<file path="src/include/knight_config.svh">
`ifndef KNIGHT_CONFIG_SVH
`define KNIGHT_CONFIG_SVH

////////////////////
// Build switch
////////////////////
// Nonzero picks the short ramp and nudge values used in simulation.
`define KNIGHT_FAST_SIM 1

////////////////////
// Field widths
////////////////////
`define KNIGHT_HEAD_W 12            // Gyro heading and error width.
`define KNIGHT_SPD_W 10             // Forward speed width.

////////////////////
// Speed ramp
////////////////////
// Step added to frwrd on each gyro strobe while ramping up.
`define KNIGHT_INC_AMT ((`KNIGHT_FAST_SIM != 0) ? 'h020 : 'h003)
// Step taken off frwrd on each gyro strobe while ramping down.
`define KNIGHT_DEC_AMT ((`KNIGHT_FAST_SIM != 0) ? 'h040 : 'h006)

////////////////////
// Heading control
////////////////////
// Nudge toward the right when the left IR sees the line.
`define KNIGHT_NUDGE_POS ((`KNIGHT_FAST_SIM != 0) ? 'h1FF : 'h05F)
// Nudge toward the left when the right IR sees the line, as a 12-bit pattern.
`define KNIGHT_NUDGE_NEG ((`KNIGHT_FAST_SIM != 0) ? 'hE00 : 'hFA1)
`define KNIGHT_ALIGN_THRESH 'h02C   // Abs error below this counts as aligned.

`endif

</file>
<file path="src/design/knight_pkg.sv">
`default_nettype none

package knight_pkg;

  ////////////////////
  // Command opcodes
  ////////////////////
  typedef enum logic [3:0] {
    CAL     = 4'b0010,              // Gyro calibration.
    MOV     = 4'b0100,              // Plain move of N squares.
    FANFARE = 4'b0101,              // Move with the charge tune.
    TOUR    = 4'b0110               // Hand off to the tour logic.
  } op_t;

  // Host command word, opcode in the top nibble.
  typedef struct packed {
    op_t        opcode;             // Function to perform.
    logic [7:0] heading;            // Coarse desired heading.
    logic [3:0] squares;            // Squares to travel.
  } cmd_t;

  ////////////////////
  // Sequencer states
  ////////////////////
  typedef enum logic [2:0] {
    IDLE,                           // Waiting on cmd_rdy.
    CALIBRATE,                      // Waiting on cal_done.
    MOVE,                           // Turning toward the heading.
    INCR,                           // Ramping up and counting lines.
    DECR                            // Ramping down to a stop.
  } state_t;

  // Controls from the sequencer to the datapath blocks.
  typedef struct packed {
    logic clr_frwrd;                // Zero the speed register.
    logic inc_frwrd;                // Ramp up on gyro strobes.
    logic dec_frwrd;                // Ramp down on gyro strobes.
    logic move_cmd;                 // Load heading and squares from cmd.
  } motion_ctl_t;

endpackage

`default_nettype wire

</file>
<file path="src/design/frwrd_ramp.sv">
`timescale 1ns/1ps
`default_nettype none

`include "knight_config.svh"

module frwrd_ramp (
  input  logic                    clk,         // System clock.
  input  logic                    rst_n,       // Async active-low reset.
  input  knight_pkg::motion_ctl_t ctl,         // Sequencer controls.
  input  logic                    heading_rdy, // Gyro strobe paces the ramp.
  output logic [`KNIGHT_SPD_W-1:0] frwrd,      // Forward speed to the motors.
  output logic                    spd_zero     // Speed is at rest.
);

  localparam int SW = `KNIGHT_SPD_W;
  localparam logic [SW-1:0] INC_AMT = SW'(`KNIGHT_INC_AMT);  // Up step.
  localparam logic [SW-1:0] DEC_AMT = SW'(`KNIGHT_DEC_AMT);  // Down step.

  logic max_spd;                               // Top two bits set means capped.

  assign max_spd  = &frwrd[SW-1:SW-2];
  assign spd_zero = (frwrd == '0);

  ////////////////////
  // Speed register
  ////////////////////
  always_ff @(posedge clk, negedge rst_n) begin
    if (!rst_n) begin
      frwrd <= '0;
    end else if (ctl.clr_frwrd) begin
      frwrd <= '0;                             // Fresh start for a move.
    end else if (heading_rdy) begin            // One step per gyro sample.
      if (ctl.inc_frwrd) begin
        if (!max_spd) begin
          frwrd <= frwrd + INC_AMT;
        end
      end else if (ctl.dec_frwrd) begin
        // Clamp at zero instead of wrapping.
        frwrd <= (frwrd > DEC_AMT) ? frwrd - DEC_AMT : '0;
      end
    end
  end

endmodule

`default_nettype wire

</file>
<file path="src/design/heading_error.sv">
`timescale 1ns/1ps
`default_nettype none

`include "knight_config.svh"

module heading_error (
  input  logic                             clk,          // System clock.
  input  logic                             rst_n,        // Async active-low reset.
  input  logic                             move_cmd,     // Load desired heading.
  input  logic [7:0]                       cmd_heading,  // Coarse heading field.
  input  logic signed [`KNIGHT_HEAD_W-1:0] heading,      // Gyro heading.
  input  logic                             lft_ir,       // Drifted onto left line.
  input  logic                             rght_ir,      // Drifted onto right line.
  output logic signed [`KNIGHT_HEAD_W-1:0] error,        // Error term to the PID.
  output logic                             aligned       // Close enough to drive.
);

  localparam int HW = `KNIGHT_HEAD_W;
  localparam logic signed [HW-1:0] NUDGE_POS = HW'(`KNIGHT_NUDGE_POS);
  localparam logic signed [HW-1:0] NUDGE_NEG = HW'(`KNIGHT_NUDGE_NEG);
  localparam logic [HW-1:0] THRESH = HW'(`KNIGHT_ALIGN_THRESH);

  logic signed [HW-1:0] desired_heading;       // Target from the command.
  logic signed [HW-1:0] err_nudge;             // IR steering bias.
  logic [HW-1:0]        error_abs;             // Magnitude of error.

  ////////////////////
  // Desired heading
  ////////////////////
  always_ff @(posedge clk, negedge rst_n) begin
    if (!rst_n) begin
      desired_heading <= '0;
    end else if (move_cmd) begin
      if (cmd_heading == 8'h00) begin
        desired_heading <= '0;                 // North stays exactly zero.
      end else begin
        desired_heading <= {cmd_heading, 4'hF}; // Fill the low nibble.
      end
    end
  end

  ////////////////////
  // Error term
  ////////////////////
  // Left IR wins if both are set.
  always_comb begin
    if (lft_ir) begin
      err_nudge = NUDGE_POS;
    end else if (rght_ir) begin
      err_nudge = NUDGE_NEG;
    end else begin
      err_nudge = '0;
    end
  end

  assign error     = heading - desired_heading + err_nudge;  // Wraps like the gyro.
  assign error_abs = error[HW-1] ? -error : error;
  assign aligned   = (error_abs < THRESH);

endmodule

`default_nettype wire

</file>
<file path="src/design/knight_cmd_proc.sv">
`timescale 1ns/1ps
`default_nettype none

`include "knight_config.svh"

module knight_cmd_proc (
  input  logic                             clk,          // System clock.
  input  logic                             rst_n,        // Async active-low reset.
  input  knight_pkg::cmd_t                 cmd,          // Command from the host.
  input  logic                             cmd_rdy,      // Command valid.
  input  logic                             cal_done,     // Gyro calibration finished.
  input  logic signed [`KNIGHT_HEAD_W-1:0] heading,      // Gyro heading.
  input  logic                             heading_rdy,  // New gyro sample.
  input  logic                             lft_ir,       // Left line sensor.
  input  logic                             cntr_ir,      // Center line sensor.
  input  logic                             rght_ir,      // Right line sensor.
  output logic                             clr_cmd_rdy,  // Command consumed.
  output logic                             send_resp,    // Command finished.
  output logic                             strt_cal,     // Start calibration.
  output logic                             moving,       // Robot in motion.
  output logic                             tour_go,      // Start the tour.
  output logic                             fanfare_go,   // Play the fanfare.
  output logic signed [`KNIGHT_HEAD_W-1:0] error,        // Heading error to PID.
  output logic [`KNIGHT_SPD_W-1:0]         frwrd         // Forward speed.
);

  knight_pkg::motion_ctl_t ctl;                // Sequencer to datapath.
  logic                    spd_zero;           // Speed at rest.
  logic                    move_done;          // Line count reached.
  logic                    aligned;            // Heading close enough.

  move_sequencer seq_i (
    .clk         (clk),
    .rst_n       (rst_n),
    .cmd_rdy     (cmd_rdy),
    .opcode      (cmd.opcode),
    .cal_done    (cal_done),
    .aligned     (aligned),
    .move_done   (move_done),
    .spd_zero    (spd_zero),
    .ctl         (ctl),
    .clr_cmd_rdy (clr_cmd_rdy),
    .strt_cal    (strt_cal),
    .send_resp   (send_resp),
    .tour_go     (tour_go),
    .fanfare_go  (fanfare_go),
    .moving      (moving)
  );

  frwrd_ramp ramp_i (
    .clk         (clk),
    .rst_n       (rst_n),
    .ctl         (ctl),
    .heading_rdy (heading_rdy),
    .frwrd       (frwrd),
    .spd_zero    (spd_zero)
  );

  square_counter sq_i (
    .clk       (clk),
    .rst_n     (rst_n),
    .move_cmd  (ctl.move_cmd),
    .squares   (cmd.squares),
    .cntr_ir   (cntr_ir),
    .move_done (move_done)
  );

  heading_error herr_i (
    .clk         (clk),
    .rst_n       (rst_n),
    .move_cmd    (ctl.move_cmd),
    .cmd_heading (cmd.heading),
    .heading     (heading),
    .lft_ir      (lft_ir),
    .rght_ir     (rght_ir),
    .error       (error),
    .aligned     (aligned)
  );

endmodule

`default_nettype wire

</file>
<file path="src/design/move_sequencer.sv">
`timescale 1ns/1ps
`default_nettype none

module move_sequencer (
  input  logic                   clk,          // System clock.
  input  logic                   rst_n,        // Async active-low reset.
  input  logic                   cmd_rdy,      // Host has a command waiting.
  input  knight_pkg::op_t        opcode,       // Opcode of the waiting command.
  input  logic                   cal_done,     // Gyro calibration finished.
  input  logic                   aligned,      // Heading error inside threshold.
  input  logic                   move_done,    // All line crossings seen.
  input  logic                   spd_zero,     // Forward speed is zero.
  output knight_pkg::motion_ctl_t ctl,         // Datapath controls.
  output logic                   clr_cmd_rdy,  // Command consumed.
  output logic                   strt_cal,     // Kick off gyro calibration.
  output logic                   send_resp,    // Command finished.
  output logic                   tour_go,      // Start the tour.
  output logic                   fanfare_go,   // Play the fanfare.
  output logic                   moving        // Robot in motion.
);

  knight_pkg::state_t state;                   // Current state.
  knight_pkg::state_t nxt_state;               // Next state.
  knight_pkg::op_t    op_lat;                  // Opcode held for the whole command.
  logic               accept;                  // Command taken this cycle.

  assign accept = (state == knight_pkg::IDLE) && cmd_rdy;

  ////////////////////
  // State and opcode
  ////////////////////
  always_ff @(posedge clk, negedge rst_n) begin
    if (!rst_n) begin
      state <= knight_pkg::IDLE;               // Come up idle.
    end else begin
      state <= nxt_state;
    end
  end

  always_ff @(posedge clk, negedge rst_n) begin
    if (!rst_n) begin
      op_lat <= knight_pkg::MOV;
    end else if (accept) begin
      op_lat <= opcode;                        // Host may drop cmd after clr_cmd_rdy.
    end
  end

  ////////////////////
  // Transitions
  ////////////////////
  always_comb begin
    nxt_state     = state;                     // Hold by default.
    ctl           = '0;                        // No datapath action.
    clr_cmd_rdy   = 1'b0;
    strt_cal      = 1'b0;
    send_resp     = 1'b0;
    tour_go       = 1'b0;
    fanfare_go    = 1'b0;
    moving        = 1'b0;

    case (state)
      knight_pkg::CALIBRATE: begin
        if (cal_done) begin
          send_resp = 1'b1;                    // Report calibration done.
          nxt_state = knight_pkg::IDLE;
        end
      end

      knight_pkg::MOVE: begin
        moving = 1'b1;                         // Turning in place counts as moving.
        if (aligned) begin
          ctl.clr_frwrd = 1'b1;                // Start the ramp from rest.
          nxt_state     = knight_pkg::INCR;
        end
      end

      knight_pkg::INCR: begin
        moving        = 1'b1;
        ctl.inc_frwrd = 1'b1;                  // Ramp up toward the cap.
        if (move_done) begin
          fanfare_go = (op_lat == knight_pkg::FANFARE);  // Tune starts as we brake.
          nxt_state  = knight_pkg::DECR;
        end
      end

      knight_pkg::DECR: begin
        ctl.dec_frwrd = 1'b1;                  // Ramp down.
        if (spd_zero) begin
          send_resp = 1'b1;                    // Stopped, so report.
          nxt_state = knight_pkg::IDLE;
        end else begin
          moving = 1'b1;                       // Still rolling.
        end
      end

      default: begin                           // IDLE.
        if (cmd_rdy) begin
          clr_cmd_rdy = 1'b1;                  // Consume whatever is offered.
          case (opcode)
            knight_pkg::CAL: begin
              strt_cal  = 1'b1;
              nxt_state = knight_pkg::CALIBRATE;
            end
            knight_pkg::TOUR: begin
              tour_go = 1'b1;                  // Tour logic takes over, stay idle.
            end
            knight_pkg::MOV, knight_pkg::FANFARE: begin
              ctl.move_cmd = 1'b1;             // Load heading and squares.
              nxt_state    = knight_pkg::MOVE;
            end
            default: begin
              nxt_state = knight_pkg::IDLE;    // Unknown opcode is dropped.
            end
          endcase
        end
      end
    endcase
  end

endmodule

`default_nettype wire

</file>
<file path="src/design/square_counter.sv">
`timescale 1ns/1ps
`default_nettype none

module square_counter (
  input  logic       clk,                      // System clock.
  input  logic       rst_n,                    // Async active-low reset.
  input  logic       move_cmd,                 // New move, load and clear.
  input  logic [3:0] squares,                  // Squares requested.
  input  logic       cntr_ir,                  // Center IR over a line.
  output logic       move_done                 // Enough lines crossed.
);

  logic       cntr_prev;                       // Last cntr_ir sample.
  logic       cntr_rise;                       // Start of a line.
  logic [3:0] sq_cnt;                          // Held square count.
  logic [4:0] edge_cnt;                        // Lines crossed so far.

  ////////////////////
  // Edge detect
  ////////////////////
  always_ff @(posedge clk, negedge rst_n) begin
    if (!rst_n) begin
      cntr_prev <= 1'b0;
    end else begin
      cntr_prev <= cntr_ir;
    end
  end

  assign cntr_rise = cntr_ir & ~cntr_prev;

  ////////////////////
  // Counters
  ////////////////////
  always_ff @(posedge clk, negedge rst_n) begin
    if (!rst_n) begin
      sq_cnt <= 4'h0;
    end else if (move_cmd) begin
      sq_cnt <= squares;                       // Taken from the accepted command.
    end
  end

  always_ff @(posedge clk, negedge rst_n) begin
    if (!rst_n) begin
      edge_cnt <= 5'h00;
    end else if (move_cmd) begin
      edge_cnt <= 5'h00;
    end else if (cntr_rise && (edge_cnt != 5'h1F)) begin
      edge_cnt <= edge_cnt + 5'h01;            // Holds at 31.
    end
  end

  // Two lines per square.
  assign move_done = (edge_cnt == {sq_cnt, 1'b0});

endmodule

`default_nettype wire

</file>
<file path="config.mk">
export PLATFORM = sky130hd
export DESIGN_NAME = knight_cmd_proc
export DESIGN_NICKNAME = d
export VERILOG_FILES = /design/src/design/knight_pkg.sv /design/src/design/frwrd_ramp.sv /design/src/design/heading_error.sv /design/src/design/knight_cmd_proc.sv /design/src/design/move_sequencer.sv /design/src/design/square_counter.sv
export VERILOG_INCLUDE_DIRS = /design/src /design/src/include
export SDC_FILE = /design/constraint.sdc
export NUM_CORES = 1
export LEC_CHECK = 0
export ABC_CLOCK_PERIOD_IN_PS = 4400
export BUFFER_PORTS_ARGS = -buffer_cell sky130_fd_sc_hd__buf_2
export CORE_UTILIZATION = 50
export CTS_BUF_LIST = sky130_fd_sc_hd__clkbuf_16
export DETAILED_ROUTE_END_ITERATION = 16
export GPL_ROUTABILITY_DRIVEN = 1
export GPL_TIMING_DRIVEN = 0
export PLACE_DENSITY_LB_ADDON = 0.12
export SYNTH_ARGS = -nofsm -noshare
export SYNTH_HDL_FRONTEND = slang
export SYNTH_SLANG_ARGS = --single-unit
</file>
<file path="constraint.sdc">
create_clock -name clk -period 4.4 [get_ports clk]
set_clock_uncertainty 0.05 [all_clocks]
set_input_delay 0.44 -clock clk [delete_from_list [all_inputs] [get_ports clk]]
set_output_delay 0.44 -clock clk [all_outputs]
set_load 0.02 [all_outputs]
</file>
==> qor.yml, run 1 <==
die:
  initial_core_util_pct: 52.25
  dieArea_um2: 5703
  die_h_um: 75.52
  dieWidth_um: 75.52
  rows: 26
  ios: 64
  core_area_um2: 5172
flow_run:
  drv_cap: 0
global_route:
  grt_overflow: 0
  grt_pass1_wl_mm: 9.225
  grt_antenna_before_repair: 0
  grt_usage_pct: 21.58
  grt_pass1_vias: 2148
  grt_max_degree: 32
layout:
  fin_nets: 424
  layout_common_cells: "buf_2 (59), inv_1 (41), dfrtp_1 (30)"
  fin_area_um2: 3236
  syn2layout_area_growth_pct: 19.72
  layout-drive-gt1-share_pct: 26.74
  final_cells: 429
  layout.cells.most_common: "buf_2"
  nFillCells: 445
  antenna-diode-count: 0
logic_synthesis:
  async_flop_share_pct: 100.0
  synthSimpleGateAreaFrac_pct: 15.83
  synthXorXnorAreaFrac_pct: 6.759
  syn_area_um2: 2703
  ys_types: 56
  synth-compound-area-share_pct: 14.03
  synth_top_family_by_area: "adder cells"
  ys_seq_area_share_pct: 28.75
  yosys.area_share.adder_pct: 16.94
  synthMuxAreaShare_pct: 9.028
  synthCells: 289
  ys_ff_latch: 31
  synth_ff_type: "dfrtp_1"
  yosys_warnings: 0
  synth-edff-count: 0
  synth.avg_cell_area_um2: 9.352
setup_path:
  crit_required_ns: 3.91
  r2r_slack_ns: 0.63
  worst_setup_path_start_kind: "input pin"
  cp-end-kind: "output pin"
  reg2reg_from: "herr_i.desired_heading[3]"
  worstRegToRegCells: 10
  r2r-end: "ramp_i.frwrd[9]"
  cp.arrival_ns: 3.53
  critPathKind: "in -> out"
  crit_path_max_fanout: 10
status:
  status: "complete, no violations"
sta:
  setup_tns_ns: 0
  layout_min_cycle_time_ns: 4.020
  rsz0062_at_grt: "no"
  finalSetupViolCount: 0
  hold_violations: 0
  relSlewSlack_pct: 49.26
  max_freq_ghz: 0.2487
  slew_viol_final: 0
  worstMarginPinSlew_ns: 0.7595
  post-route-period-util_pct: 91.37
routing:
  ant_nets: 0
  wl_mm: 5.600
  avgRoutedWirePerCell_um: 13.05
  vias: 2252
  drcViolationCount: 0
  via_per_inst: 5.249
  drt-initial-drc-count: 68
  firstDrtPassIters: 4
clocking:
  numCtsBuffers: 5
  clockRootBuffer: "clkbuf_16"
  clock_sinks: 31
  cts_setup_buffers: 0
  cts_max_level: 2
  clockBufferDepth: 2
  hold_buffers: 0
  cts_tree: "done"
  clkTransAtPathRegs_ns: 0.05
  cts_resized: 0
  clock_latency_ns: 0.27
power_and_ir_drop:
  leakage_nw: 1.656
  power_density_nw_per_um2: 861.0
  vdd_drop_max_v: 0.0004321
  power_mw: 2.786
placement:
  dp.cells: 421
  placed_cell_area_um2: 3095
  place_congestion: 0.8341
  io_buffers: 58
  dp_hpwl_mm: 4.320
worst_hold_path:
  hp-class: "in -> async"
registers in the layout (all words and copies together) (netlist names):
register and flops:
sq_i.edge_cnt 5, herr_i.desired_heading 9, seq_i.state 3, seq_i.op_lat 4
sq_i.sq_cnt 4, ramp_i.frwrd 5, sq_i.cntr_prev 1
area by class of cell:
class / instances / area [um2] / area share [%]
well taps: 70 / 87.58 / 2.707
inverters: 41 / 153.9 / 4.756
clock inverters: 3 / 15.01 / 0.4640
plain buffers: 15 / 76.32 / 2.359
repair buffers: 58 / 290.3 / 8.971
multi-input cells: 206 / 1710 / 52.86
flip-flops and latches: 31 / 777.0 / 24.01
clock buffers: 5 / 125.1 / 3.867
how the worst max path moves through the flow:
stage	start	to	slack, ns
5_1_grt	lft_ir	error[11]	0.18
3_5_place_dp	lft_ir	ramp_i.frwrd[9]	0.22
3_3_place_gp	lft_ir	ramp_i.frwrd[6]	0.27
4_1_cts	lft_ir	error[11]	0.36
6_report	lft_ir	error[11]	0.38
2_1_floorplan	lft_ir	seq_i.state[0]	0.44
power breakdown:
| part | internal [mW] | switching (mW) | total [mW] |
|---|---|---|---|
| clock network | 0.205 | 0.125 | 0.330 |
| registers | 0.410 | 0.113 | 0.523 |
| logic | 0.784 | 1.15 | 1.93 |
| total | 1.40 | 1.39 | 2.79 |
cells by family (layout without fill, tap and decap cells):
logic type	count (synthesis)	count (layout)
adders and majority gates	30	30
other	1	5
AOI/OAI and AO/OA	54	54
buffers and inverters	56	122
xor gates and xnor gates	20	20
and+or+nand+nor	75	75
muxes	22	22
DFF	31	31
cell usage after synthesis (all sizes together) (2+ instances only):
master,count,area share [%]
inv,41,5.7
dfrtp,30,28
ha,19,8.8
mux2,19,7.9
nand2,14,2.0
nor2,13,1.8
a21oi,12,2.2
xnor2,12,4.2
fa,11,8.1
clkbuf,9,1.2
and3,8,1.9
nor3,8,1.5
o21ai,8,1.5
xor2,8,2.6
nand3,7,1.3
buf,6,1.6
a21o,5,1.4
nand2b,4,0.93
nand3b,4,1.1
nor4,4,1.5
o21a,4,1.2
mux2i,3,1.1
nand4,3,0.69
o22ai,3,0.69
a2111o,2,0.83
a2111oi,2,0.65
a211o,2,0.65
a211oi,2,0.56
nor3b,2,0.56
o21bai,2,0.56
o31a,2,0.65
or4,2,0.69
metrics by stage:
step / util (%) / worst slack [ns] / hold WS [ns]
floorplan: - / 0.4437 / 0.09441
global placement: 59.85 / 0.2718 / 0.4413
detailed placement: 59.85 / 0.2248 / 0.4435
CTS: 62.55 / 0.3628 / 0.1849
global route: 62.55 / 0.1789 / 0.2250
finish: 62.55 / 0.3798 / 0.1564
layer usage:
| layer | share of wire, % | track usage, % | wire [um] | up-vias |
|---|---|---|---|---|
| li1 | - | - | - | 1140 |
| met1 | 46 | 27.22 | 2598 | 1045 |
| met2 | 48 | 36.81 | 2690 | 60 |
| met3 | 4.3 | 5.026 | 241 | 7 |
| met4 | 1.2 | 6.790 | 69 | 0 |
| met5 | 0 | 0 | 0 | - |
critical path, stage by stage:
cell	delay, ns
buf_2	0.09
inv_1	0.40
nand2_1	0.23
fa_1	0.54
inv_1	0.04
ha_1	0.35
a2111oi_0	0.52
a21oi_1	0.15
xnor2_1	0.50
buf_2	0.27
Power figures use the tool's default switching activity.
==> run 2, diff against run 1 <==
CORE_UTILIZATION = 55   (was 50)
==> run 2 against run 1 <==
Against the previous run:
- clock power is 4% lower
- critical path depth is 1 higher
- cell area is 0.19% lower
- sequential power is 1% lower
- core utilization is 5.8 points higher
- clock-buffer cell count stayed put
- critical path type unchanged
- highest routed layer unchanged
==> qor.yml, run 2 (synthesis gave the netlist of run 1 again) <==
global_route:
  grt_pass1_wl_mm: 9.273  # +0.52%
  grt_usage_pct: 22.50  # +0.92 points
  grt_pass1_vias: 2183  # +1.6%
  grt_antenna_before_repair: 0  # unchanged
  grt_overflow: 0  # unchanged
  grt_max_degree: 32  # unchanged
sta:
  worstMarginPinSlew_ns: 0.7525  # -0.007039 ns
  layout_min_cycle_time_ns: 3.892  # -0.1280 ns
  rsz0062_at_grt: "no"
  max_freq_ghz: 0.2569  # +3.3%
  hold_violations: 0  # unchanged
  relSlewSlack_pct: 49.73  # +0.47 points
  slew_viol_final: 0  # unchanged
  finalSetupViolCount: 0  # unchanged
  setup_tns_ns: 0  # unchanged
  fin_ws_ns: 0.5078  # +0.1280 ns
  post-route-period-util_pct: 88.46  # -2.9 points
placement:
  dp_hpwl_mm: 4.218  # -2.4%
  io_buffers: 58  # unchanged
  place_congestion: 0.8390  # +0.59%
  dp_slack_ns: 0.2256  # +0.0008240 ns
clocking:
  clockRootBuffer: "clkbuf_16"
  cts_resized: 0  # unchanged
  clock_sinks: 31  # unchanged
  numCtsBuffers: 5  # unchanged
  cts_tree: "done"
  clockBufferDepth: 2  # unchanged
  cts_max_level: 2  # unchanged
  clkTransAtPathRegs_ns: 0.05  # about the same
  cts_setup_buffers: 0  # unchanged
  hold_buffers: 0  # unchanged
  clock_latency_ns: 0.27  # about the same
setup_path:
  cp-end-kind: "output pin"
  worstRegToRegCells: 10  # unchanged
  reg2reg_from: "herr_i.desired_heading[3]"
  worstPathCellList: "buf_2 -> inv_1 -> fa_1 -> inv_1 -> ha_1 -> a211o_1 -> a2111o_1 -> nand3_1 -> a21oi_1 -> xnor2_1 -> buf_2"
  r2r_slack_ns: 0.58  # -0.05 ns
  crit_path_max_fanout: 10  # unchanged
  critPathKind: "in -> out"
  slowest_stage: "fa_1"
  crit_required_ns: 3.91  # about the same
  cp.arrival_ns: 3.40  # -0.13 ns
  max_stage_delay_ns: 0.51  # -0.03 ns
  worst_setup_path_start_kind: "input pin"
  r2r-end: "ramp_i.frwrd[9]"
die:
  core_area_um2: 4723  # -8.7%
  rows: 25  # -3.8%
  die_h_um: 72.10  # -4.5%
  dieArea_um2: 5198  # -8.9%
  dieWidth_um: 72.10  # -4.5%
  initial_core_util_pct: 57.22  # +5.0 points
  ios: 64  # unchanged
routing:
  firstDrtPassIters: 4  # unchanged
  vias: 2268  # +0.71%
  avgRoutedWirePerCell_um: 12.73  # -2.5%
  via_per_inst: 5.324  # +1.4%
  wl_mm: 5.423  # -3.2%
  ant_nets: 0  # unchanged
  drcViolationCount: 0  # unchanged
  drt-initial-drc-count: 78  # +15%
layout:
  nFillCells: 398  # -11%
  top_register: "herr_i.desired_heading"
  syn2layout_area_growth_pct: 19.49
  antenna-diode-count: 0  # unchanged
  layout-drive-gt1-share_pct: 26.74  # unchanged
  largest_reg_flops: 9  # unchanged
  layout.cells.most_common: "buf_2"
  layout_common_cells: "buf_2 (59), inv_1 (43), dfrtp_1 (30)"
  fin_nets: 424  # unchanged
  reg.largest.list: "herr_i.desired_heading: 9 flops, ramp_i.frwrd: 5 flops, sq_i.edge_cnt: 5 flops"
  final_util_pct: 68.37  # +5.8 points
flow_run:
  drv_cap: 0  # unchanged
power_and_ir_drop:
  vdd_drop_max_v: 0.0004563  # +5.6%
  power_density_nw_per_um2: 854.2  # -0.79%
  leakage_nw: 1.667  # +0.68%
status:
  status: "complete, no violations"
worst_hold_path:
  hp-class: "in -> async"
[run 2: changes by cell type in the layout (fill, tap and decap cells not counted)]
cell and change:
inv_1 +2, clkinv_1 -2, clkinv_2 +1, clkinvlp_4 -1
[run 2: layer usage]
metal / part of all wire, % / up-vias / global-route usage (%)
li1: - / 1140 / -
met1: 45 / 1066 / 27.21
met2: 50 / 55 / 40.81
met3: 3.6 / 7 / 4.444
met4: 1.3 / 0 / 5.882
met5: 0 / - / 0
[run 2: worst max path at each step]
stage / from / to / slack [ns] / depth (start not counted)
after global routing: lft_ir / ramp_i.frwrd[5] / 0.21 / 12
after detailed placement: lft_ir / ramp_i.frwrd[6] / 0.23 / 12
after CTS: lft_ir / error[11] / 0.43 / 11
final: lft_ir / error[11] / 0.51 / 11
after floorplan: lft_ir / seq_i.state[0] / 0.44 / 12
after global placement: lft_ir / ramp_i.frwrd[7] / 0.30 / 12
[run 2: power by group]
| part | internal, mW | switching, mW |
|---|---|---|
| combinational | 0.784 | 1.14 |
| sequential | 0.410 | 0.108 |
| clock | 0.204 | 0.113 |
[run 2: worst max-delay path: cells and delay by family]
kind / cells / cell delay, ns
AO/OA/AOI/OAI: 3 / 0.87
buffers and inverters: 4 / 0.85
adder cells (fa/ha/maj): 2 / 0.76
XOR/XNOR: 1 / 0.35
AND/OR/NAND/NOR: 1 / 0.13
[run 2: final cells by class]
| type | instances | area (um2) | share of cell area [%] |
|---|---|---|---|
| multi-input cells | 206 | 1710 | 52.96 |
| clock inverters | 3 | 12.51 | 0.3874 |
| well taps | 67 | 83.83 | 2.596 |
| clock buffers | 5 | 125.1 | 3.874 |
| plain buffers | 15 | 76.32 | 2.363 |
| inverters | 41 | 153.9 | 4.766 |
| flip-flops and latches | 31 | 777.0 | 24.06 |
| repair buffers | 58 | 290.3 | 8.989 |
[run 2: stage by stage]
step	total power, mW	hold slack, ns	area, um2	cells
floorplan	1.966	0.09441	2718	293
global placement	2.384	0.4406	3092	418
detailed placement	2.430	0.4453	3092	418
CTS	2.778	0.1796	3229	426
global route	3.003	0.2097	3229	426
finish	2.758	0.1557	3229	426
